===== src/hw/chess_pkg.sv =====
package chess_pkg;

	localparam int NUM_FILES = 8;

	typedef enum logic [2:0] {
		EMPTY  = 3'd0,
		PAWN   = 3'd1,
		KNIGHT = 3'd2,
		BISHOP = 3'd3,
		ROOK   = 3'd4,
		QUEEN  = 3'd5,
		KING   = 3'd6,
		UNUSED = 3'd7
	} piece_kind_e;

	typedef enum logic {
		WHITE = 1'b0,
		BLACK = 1'b1
	} color_e;

	typedef struct packed {
		color_e      color;
		piece_kind_e kind;
	} square_t;

	typedef square_t [7:0] file_t; // indexed by rank

	// rank-major, square (file f, rank r) sits at bits 32r+4f
	typedef square_t [7:0][7:0] board_t;

	typedef struct packed {
		logic [2:0] file;
		logic [2:0] rank;
	} coord_t;

	localparam square_t WHITE_PAWN = '{color: WHITE, kind: PAWN};
	localparam square_t WHITE_ROOK = '{color: WHITE, kind: ROOK};
	localparam square_t WHITE_KING = '{color: WHITE, kind: KING};

endpackage


===== src/hw/move_pkg.sv =====
package move_pkg;
	import chess_pkg::*;

	localparam int SPECIAL_SLOTS = 4;

	typedef struct packed {
		logic invalid;
		logic promote;
		logic pawn;
		logic pawn_two;
		logic en_passant;
		logic castle;
		logic capture;
	} move_flags_t;

	// 19 bits: [7b flags][6b from][6b to]
	typedef struct packed {
		move_flags_t flags;
		coord_t      from;
		coord_t      to;
	} move_t;

	localparam move_flags_t CASTLE_FLAGS = '{castle: 1'b1, default: 1'b0};
	localparam move_flags_t ENP_FLAGS = '{pawn: 1'b1, en_passant: 1'b1, capture: 1'b1,
		default: 1'b0};
	localparam move_t INVALID_MOVE = '{flags: '{invalid: 1'b1, default: 1'b0},
		from: '0, to: '0};

	typedef enum logic [2:0] {
		S_START,
		S_SPECIAL,
		S_SCAN,
		S_DRAIN,
		S_DONE
	} collect_state_e;

endpackage


===== src/hw/move_fifo.sv =====
`timescale 1ns/1ps
module move_fifo
	import move_pkg::*;
#(
	parameter int DEPTH = 8
) (
	input  logic  clk,
	input  logic  reset,
	input  logic  wr,
	input  move_t wdata,
	input  logic  rden,
	output move_t rdata,
	output logic  empty,
	output logic  full
);
	localparam int PTR_W = (DEPTH > 1) ? $clog2(DEPTH) : 1;
	localparam int CNT_W = $clog2(DEPTH + 1);

	move_t mem [DEPTH];
	logic [PTR_W-1:0] wr_ptr;
	logic [PTR_W-1:0] rd_ptr;
	logic [CNT_W-1:0] count;
	logic do_wr;
	logic do_rd;

	assign empty = (count == '0);
	assign full = (count == CNT_W'(DEPTH));
	assign rdata = mem[rd_ptr]; // head word is always visible
	assign do_wr = wr && !full;
	assign do_rd = rden && !empty;

	always_ff @(posedge clk) begin
		if (do_wr)
			mem[wr_ptr] <= wdata;
	end

	always_ff @(posedge clk) begin
		if (reset) begin
			wr_ptr <= '0;
			rd_ptr <= '0;
			count <= '0;
		end else begin
			if (do_wr)
				wr_ptr <= (wr_ptr == PTR_W'(DEPTH - 1)) ? '0 : wr_ptr + 1'b1;
			if (do_rd)
				rd_ptr <= (rd_ptr == PTR_W'(DEPTH - 1)) ? '0 : rd_ptr + 1'b1;
			if (do_wr && !do_rd)
				count <= count + 1'b1;
			else if (do_rd && !do_wr)
				count <= count - 1'b1;
		end
	end

	assert property (@(posedge clk) disable iff (reset) wr |-> !full)
		else $error("move_fifo: write while full");
	assert property (@(posedge clk) disable iff (reset) rden |-> !empty)
		else $error("move_fifo: read while empty");

endmodule


===== src/hw/pawn_file_unit.sv =====
`timescale 1ns/1ps
module pawn_file_unit
	import chess_pkg::*;
	import move_pkg::*;
#(
	parameter int DEPTH    = 8,
	parameter int FILE_IDX = 0
) (
	input  logic  clk,
	input  logic  reset,
	input  file_t file_state,
	input  logic  file_rden,
	output move_t file_move,
	output logic  file_empty,
	output logic  file_done
);
	logic [2:0] rank;
	logic [2:0] next_rank;
	logic       push_ok;
	logic       two_ok;
	logic       pend_valid;
	move_t      pend_move;
	move_t      push_move;
	move_t      two_move;
	logic       fifo_wr;
	move_t      fifo_wdata;

	assign next_rank = rank + 3'd1;
	assign push_ok = !file_done && (file_state[rank] == WHITE_PAWN)
		&& (file_state[next_rank].kind == EMPTY);
	// double step only from the home rank, both squares clear
	assign two_ok = push_ok && (rank == 3'd1) && (file_state[3].kind == EMPTY);

	always_comb begin
		push_move = '0;
		push_move.flags.pawn = 1'b1;
		push_move.flags.promote = (next_rank == 3'd7); // last rank
		push_move.from = '{file: 3'(FILE_IDX), rank: rank};
		push_move.to = '{file: 3'(FILE_IDX), rank: next_rank};
		two_move = push_move;
		two_move.flags.pawn_two = 1'b1;
		two_move.to.rank = 3'd3;
	end

	// rank 2 never holds a pawn when a double step was found, so no clash
	assign fifo_wr = pend_valid || push_ok;
	assign fifo_wdata = pend_valid ? pend_move : push_move;

	always_ff @(posedge clk) begin
		if (reset) begin
			rank <= 3'd1;
			file_done <= 1'b0;
			pend_valid <= 1'b0;
		end else begin
			pend_valid <= two_ok;
			if (!file_done) begin
				if (rank == 3'd6)
					file_done <= 1'b1;
				else
					rank <= next_rank;
			end
		end
	end

	always_ff @(posedge clk) begin
		if (two_ok)
			pend_move <= two_move;
	end

	move_fifo #(.DEPTH(DEPTH)) fifo_i (
		.clk(clk),
		.reset(reset),
		.wr(fifo_wr),
		.wdata(fifo_wdata),
		.rden(file_rden),
		.rdata(file_move),
		.empty(file_empty),
		.full()
	);

	assert property (@(posedge clk) disable iff (reset) file_done |=> file_done)
		else $error("pawn_file_unit: file_done fell without reset");

endmodule


===== src/hw/special_moves.sv =====
`timescale 1ns/1ps
module special_moves
	import chess_pkg::*;
	import move_pkg::*;
(
	input  board_t                    board,
	input  logic                      castle_left_ok,
	input  logic                      castle_right_ok,
	input  logic [NUM_FILES-1:0]      enp_flags,
	output move_t [SPECIAL_SLOTS-1:0] special_list
);
	logic       king_home;
	logic       castle_k;
	logic       castle_q;
	logic [2:0] enp_file;
	logic       enp_any;
	logic       enp_left;
	logic       enp_right;

	// squares checked against check or attack are not covered here
	assign king_home = (board[0][4] == WHITE_KING);
	assign castle_k = king_home && (board[0][7] == WHITE_ROOK)
		&& (board[0][5].kind == EMPTY) && (board[0][6].kind == EMPTY) && castle_right_ok;
	assign castle_q = king_home && (board[0][0] == WHITE_ROOK)
		&& (board[0][1].kind == EMPTY) && (board[0][2].kind == EMPTY)
		&& (board[0][3].kind == EMPTY) && castle_left_ok;

	always_comb begin
		enp_file = '0;
		enp_any = 1'b0;
		for (int f = NUM_FILES - 1; f >= 0; f--) begin
			if (enp_flags[f]) begin // lowest flagged file wins
				enp_file = 3'(f);
				enp_any = 1'b1;
			end
		end
	end

	assign enp_left = enp_any && (enp_file != 3'd0)
		&& (board[4][enp_file - 3'd1] == WHITE_PAWN);
	assign enp_right = enp_any && (enp_file != 3'd7)
		&& (board[4][enp_file + 3'd1] == WHITE_PAWN);

	always_comb begin
		for (int s = 0; s < SPECIAL_SLOTS; s++)
			special_list[s] = INVALID_MOVE;
		if (castle_k) begin
			special_list[0].flags = CASTLE_FLAGS;
			special_list[0].from = '{file: 3'd4, rank: 3'd0}; // e1
			special_list[0].to = '{file: 3'd6, rank: 3'd0}; // g1
		end
		if (castle_q) begin
			special_list[1].flags = CASTLE_FLAGS;
			special_list[1].from = '{file: 3'd4, rank: 3'd0};
			special_list[1].to = '{file: 3'd2, rank: 3'd0}; // c1
		end
		if (enp_left) begin
			special_list[2].flags = ENP_FLAGS;
			special_list[2].from = '{file: enp_file - 3'd1, rank: 3'd4};
			special_list[2].to = '{file: enp_file, rank: 3'd5};
		end
		if (enp_right) begin
			special_list[3].flags = ENP_FLAGS;
			special_list[3].from = '{file: enp_file + 3'd1, rank: 3'd4};
			special_list[3].to = '{file: enp_file, rank: 3'd5};
		end
	end

endmodule


===== src/hw/move_collector.sv =====
`timescale 1ns/1ps
module move_collector
	import chess_pkg::*;
	import move_pkg::*;
(
	input  logic                      clk,
	input  logic                      reset,
	input  move_t [SPECIAL_SLOTS-1:0] special_list,
	input  logic [NUM_FILES-1:0]      file_done,
	input  logic [NUM_FILES-1:0]      file_empty,
	input  move_t [NUM_FILES-1:0]     file_move,
	output logic [NUM_FILES-1:0]      file_rden,
	input  logic                      out_full,
	output logic                      out_wr,
	output move_t                     out_wdata,
	output logic                      done
);
	localparam int SLOT_W = $clog2(SPECIAL_SLOTS);

	collect_state_e       state;
	logic [SLOT_W-1:0]    slot;
	logic [2:0]           cur_file;
	logic [NUM_FILES-1:0] drained;
	logic [NUM_FILES-1:0] ready;
	logic [2:0]           pick;
	logic                 cur_has_move;

	assign ready = file_done & ~drained;
	assign cur_has_move = !file_empty[cur_file];
	assign done = (state == S_DONE);

	always_comb begin
		pick = '0;
		for (int f = NUM_FILES - 1; f >= 0; f--) begin
			if (ready[f])
				pick = 3'(f);
		end
	end

	// writes and pops stall together while the output FIFO is full
	always_comb begin
		out_wr = 1'b0;
		out_wdata = special_list[slot];
		file_rden = '0;
		case (state)
			S_SPECIAL: out_wr = !out_full && !special_list[slot].flags.invalid;
			S_DRAIN: begin
				out_wdata = file_move[cur_file];
				if (cur_has_move && !out_full) begin
					out_wr = 1'b1;
					file_rden[cur_file] = 1'b1;
				end
			end
			default: ;
		endcase
	end

	always_ff @(posedge clk) begin
		if (reset) begin
			state <= S_START;
			slot <= '0;
			cur_file <= '0;
			drained <= '0;
		end else begin
			case (state)
				S_START: state <= S_SPECIAL;
				S_SPECIAL: begin
					if (!out_full) begin
						slot <= slot + 1'b1;
						if (slot == SLOT_W'(SPECIAL_SLOTS - 1))
							state <= S_SCAN;
					end
				end
				S_SCAN: begin
					if (&drained) begin
						state <= S_DONE;
					end else if (|ready) begin
						cur_file <= pick; // lowest finished file first
						state <= S_DRAIN;
					end
				end
				S_DRAIN: begin
					if (!cur_has_move) begin
						drained[cur_file] <= 1'b1;
						state <= S_SCAN;
					end
				end
				S_DONE: ;
				default: state <= S_START;
			endcase
		end
	end

	assert property (@(posedge clk) disable iff (reset) $onehot0(file_rden))
		else $error("move_collector: more than one file FIFO popped");
	assert property (@(posedge clk) disable iff (reset) !(out_wr && out_full))
		else $error("move_collector: write into full output FIFO");

endmodule


===== src/hw/move_gen_top.sv =====
`timescale 1ns/1ps
module move_gen_top
	import chess_pkg::*;
	import move_pkg::*;
#(
	parameter int FILE_FIFO_DEPTH = 8,
	parameter int OUT_FIFO_DEPTH  = 32
) (
	input  logic                 clk,
	input  logic                 reset,
	input  board_t               board,
	input  logic                 castle_left_ok,
	input  logic                 castle_right_ok,
	input  logic [NUM_FILES-1:0] enp_flags,
	input  logic                 out_rden,
	output move_t                out_move,
	output logic                 out_empty,
	output logic                 done
);
	move_t [SPECIAL_SLOTS-1:0] special_list;
	file_t [NUM_FILES-1:0]     file_state;
	logic [NUM_FILES-1:0]      file_done;
	logic [NUM_FILES-1:0]      file_empty;
	logic [NUM_FILES-1:0]      file_rden;
	move_t [NUM_FILES-1:0]     file_move;
	logic                      out_full;
	logic                      out_wr;
	move_t                     out_wdata;

	special_moves special_i (
		.board(board),
		.castle_left_ok(castle_left_ok),
		.castle_right_ok(castle_right_ok),
		.enp_flags(enp_flags),
		.special_list(special_list)
	);

	for (genvar f = 0; f < NUM_FILES; f++) begin : g_file
		for (genvar r = 0; r < 8; r++) begin : g_rank
			assign file_state[f][r] = board[r][f]; // column out of the rank-major board
		end

		pawn_file_unit #(.DEPTH(FILE_FIFO_DEPTH), .FILE_IDX(f)) file_i (
			.clk(clk),
			.reset(reset),
			.file_state(file_state[f]),
			.file_rden(file_rden[f]),
			.file_move(file_move[f]),
			.file_empty(file_empty[f]),
			.file_done(file_done[f])
		);
	end

	move_collector collector_i (
		.clk(clk),
		.reset(reset),
		.special_list(special_list),
		.file_done(file_done),
		.file_empty(file_empty),
		.file_move(file_move),
		.file_rden(file_rden),
		.out_full(out_full),
		.out_wr(out_wr),
		.out_wdata(out_wdata),
		.done(done)
	);

	move_fifo #(.DEPTH(OUT_FIFO_DEPTH)) out_fifo_i (
		.clk(clk),
		.reset(reset),
		.wr(out_wr),
		.wdata(out_wdata),
		.rden(out_rden),
		.rdata(out_move),
		.empty(out_empty),
		.full(out_full)
	);

endmodule


===== config.mk =====
export PLATFORM = sky130hd
export DESIGN_NAME = move_gen_top
export DESIGN_NICKNAME = d
export VERILOG_FILES = /design/src/hw/chess_pkg.sv /design/src/hw/move_pkg.sv /design/src/hw/move_fifo.sv /design/src/hw/pawn_file_unit.sv /design/src/hw/special_moves.sv /design/src/hw/move_collector.sv /design/src/hw/move_gen_top.sv
export SDC_FILE = /design/constraint.sdc
export NUM_CORES = 2
export LEC_CHECK = 0
export BUFFER_PORTS_ARGS = -buffer_cell sky130_fd_sc_hd__clkbuf_2
export CORE_UTILIZATION = 50
export DETAILED_ROUTE_END_ITERATION = 16
export GPL_TIMING_DRIVEN = 0
export PLACE_DENSITY = 0.72
export REMOVE_ABC_BUFFERS = 1
export SLEW_MARGIN = 15
export SYNTH_ARGS = -nofsm -noshare
export SYNTH_HDL_FRONTEND = slang
export SYNTH_SLANG_ARGS = --single-unit

===== constraint.sdc =====
create_clock -name clk -period 4.5 [get_ports clk]
set_input_delay 0.225 -clock clk [delete_from_list [all_inputs] [get_ports clk]]
set_output_delay 0.225 -clock clk [all_outputs]
set_load 0.03 [all_outputs]

==> metrics.md <==
| Metric | Value |
|---|---|
| Core area | `0.108 sq mm` |
| RSZ-0062 raised after global routing | `yes` |
| Final hold viol count | `0` |
| First-pass GRT wire length | `183000 um` |
| Critical path class | `reg2reg` |
| FF/Latch Area | `about 0.037 sq mm` |
| Post-synth top area share | `61.8%` |
| Final wirelength | `121000 um` |
| Final Non-Filler Cells | `4954` |
| Hold path cells | `4` |
| Sequential-to-total area share from yosys stat | `around two thirds` |
| Via density per instance | `5.98` |
| Post-route clock skew | `45.3 ps` |
| Pin count of the biggest net entering global routing | `90` |
| Clock buffer depth | `3` |
| CTS tree | `done` |
| Gate Count Post-Synth | `3098` |
| Worst hold path class | `in2reg` |
| Syn avg cell area | `17.6 sq um` |
| Leakage | `0.0206 uW` |
| Clock latency on the worst-skew pair | `770 ps` |
| Setup crit start | `collector_i.slot[0]$_SDFFE_PP0P_` |
| Outcome | `finished, final reports clean` |
| Largest fanout on the critical path | `18` |
| Initial antenna violation count | `2` |
| Pre-CTS setup slack | `-1320 ps` |
| Pins Over Slew Limit | `0` |
| R2R depth | `8` |
| Mean routed wirelength per cell | `24.4 um` |
| Placer Congestion | `0.832` |
| Worst EP arrival | `4770 ps` |
| Endpoints failing setup | `0` |
| Area growth syn-to-layout | `15.8%` |
| Post-route design area | `0.0630 sq mm` |
| Multi-input combinational cell area | `0.0171 sq mm` |
| Drc violations | `0` |
| Slew @ Worst Pin | `1220 ps` |
| Hold path endpoint | `g_file[1].file_i.pend_move[6]$_DFFE_PP_` |
| Chip width | `332 um` |
| R2R Path End | `out_fifo_i.mem[20][0]$_DFFE_PP_` |
| Detailed Route Iter0 Violations | `2352` |
| Crit path time final | `between 4000 and 5000 ps` |
| Fin crit share | `98.0%` |
| Max Cap Violations | `0` |
| EDFF count, synth | `1120` |
| Row cnt | `120` |
| Most common cell after layout, fill and taps aside | `edfxtp_1` |
| Fill cell count | `between 7000 and 8000` |
| Pwr Density | `440 mW/mm^2` |
| #FFs+latches synth | `roughly 1300` |
| Die span in y | `332 um` |
| Slew headroom | `around 17%` |
| Peak Freq | `227 MHz` |
| Setup crit start kind | `flip-flop` |
| Synth top area cells | `edfxtp_1 (62%), mux4_2 (14%), dfxtp_1 (6.7%)` |
| Number of global-route vias before repair | `29900` |
| Clock sink count | `1301` |
| Worst EP required | `4860 ps` |
| Initial DRT Pass Iterations | `7` |
| Synth Flop Type | `edfxtp_1` |
| CTS buffer count | `133` |
| Final #Nets | `~3800` |
| Area leader, netlist | `edfxtp_1` |
| Tot Pwr | `27800 uW` |
| Port buffer count | `289` |
| Post-Syn Area | `0.0544 sq mm` |
| Placed cell areas | `0.0584 sq mm` |
| Starting density of the core | `roughly 51%` |
| Placed cell count | `4693` |
| Worst setup EP type | `flip-flop` |
| Yosys warning total | `0` |
| Ys async rst share | `0%` |
| Grt total ovfl | `0` |
| I/O pin total | `290` |
| Worst VDD drop | `0.000476 V` |
| CTS H-Tree Depth | `4` |
| Die footprint | `0.110 sq mm` |
| RR Startpoint | `collector_i.slot[0]$_SDFFE_PP0P_` |
| Reg2reg setup slack | `90 ps` |
| Distinct cell type count after synthesis | `74` |
| Final worst setup slack | `90.9 ps` |
| Worst-path clk slew | `~60 ps` |
| Post-DP HPWL | `77100 um` |
| Root Buffer | `clkbuf_16` |
| Antenna-violating nets left | `0` |
| Commonest non-fill, non-tap cells in the layout | `edfxtp_1 (1120), mux4_2 (341), clkbuf_2 (288), dfxtp_1 (165), nor2_1 (148)` |
| Layout cells sized above 1 | `30.1%` |
| DR vias | `29600` |
| GRT Total Usage | `22.2%` |
| Min-Delay Startpoint | `board[102]` |
cell usage after synthesis, drive strengths merged (11+ instances only):
| library cell | count |
|---|---|
| dfxtp | 181 |
| nor4 | 41 |
| a21o | 13 |
| xnor2 | 33 |
| a21oi | 127 |
| nor3b | 15 |
| nor2b | 35 |
| mux2i | 108 |
| xor2 | 12 |
| a211oi | 25 |
| o31ai | 11 |
| nor2 | 189 |
| inv | 60 |
| clkbuf | 103 |
| mux4 | 341 |
| nand2b | 34 |
| nand3b | 13 |
| buf | 51 |
| o21ai | 40 |
| edfxtp | 1120 |
| mux2 | 36 |
| or3 | 26 |
| nor3 | 93 |
| nand2 | 110 |
| ha | 106 |
| nor4b | 68 |
state kept, by name, summed over array words and instances (netlist names), named ones only:
| signal | cells |
|---|---|
| g_file.file_i.file_done | 8 |
| out_fifo_i.mem | 576 |
| collector_i.drained | 8 |
| g_file.file_i.rank | 24 |
| g_file.file_i.fifo_i.rd_ptr | 24 |
| g_file.file_i.fifo_i.count | 32 |
| out_fifo_i.wr_ptr | 5 |
| g_file.file_i.pend_valid | 8 |
| collector_i.state | 3 |
| g_file.file_i.fifo_i.mem | 512 |
| collector_i.cur_file | 3 |
| g_file.file_i.pend_move | 32 |
| g_file.file_i.fifo_i.wr_ptr | 24 |
| collector_i.slot | 2 |
| out_fifo_i.count | 6 |
| out_fifo_i.rd_ptr | 5 |
report_power, final:
group | internal [uW] | switching [uW]
clock network | 6190 | 4720
logic | 1520 | 1730
registers | 13300 | 257
total | 21100 | 6700
cell type report:
cell class	count	area share (%)
clock inverters	67	1.26
multi-input cells	1582	27.1
well taps	1403	2.78
repair buffers	361	3.65
flip-flops and latches	1301	59.2
clock buffers	178	5.64
inverters	61	0.367
diodes	1	0.00397
logic make-up after synthesis:
| logic type | share of synthesized area, % |
|---|---|
| buffers and inverters | 1.55 |
| AND/OR/NAND/NOR | 6.83 |
| adder cells (fa/ha/maj) | 2.77 |
| flip-flops | 68.5 |
| multiplexers | 16.8 |
| AO/OA/AOI/OAI | 2.83 |
| XOR/XNOR | 0.724 |
metal layers:
layer	up-vias	track usage, %	share of wire [%]
met4	4	7.07	2.5
li1	13200	-	-
met3	180	3.86	6.1
met1	15200	29.9	41
met2	1042	36.9	50
met5	-	0	0.027
through the flow:
step	util [%]	hold slack, ps	setup TNS [ps]
3_3_place_gp	53.0	460	-1795980
6_report	58.6	58.1	0
2_1_floorplan	-	294	-59750
4_1_cts	58.5	25.1	-46.5
5_1_grt	58.6	80.5	-22.4
3_5_place_dp	54.3	478	-646360
worst max path at each step:
stage | endpoint | slack, ps | cells past startpoint
6_report | out_fifo_i.mem[20][0]$_DFFE_PP_ | 90 | 8
4_1_cts | out_fifo_i.count[5]$_SDFFE_PP0P_ | -50 | 15
3_5_place_dp | out_fifo_i.count[5]$_SDFFE_PP0P_ | -1320 | 16
5_1_grt | out_fifo_i.count[5]$_SDFFE_PP0P_ | -20 | 21
3_3_place_gp | out_move[12] | -5870 | 4
2_1_floorplan | out_move[12] | -3190 | 3
critical path, cell delays in order, from the launching register on:
cell and delay, ps:
dfxtp_1 560, nor3_1 280, nand4_1 670, a21oi_4 610, and2_1 190, a311o_2 140, buf_4 210, nand2_1 490
nor2_4 830
timing repair:
| action | in CTS | in global routing |
|---|---|---|
| hold endpoints to repair | 43 | 0 |
| gates resized for setup | 15 | 22 |
| hold buffers | 11 | 0 |
| pin swaps | 3 | 1 |
| endpoints found under the setup margin | 607 | 70 |
| setup buffers | 1 | 2 |
Note: power is estimated with default switching activity, not from simulation.
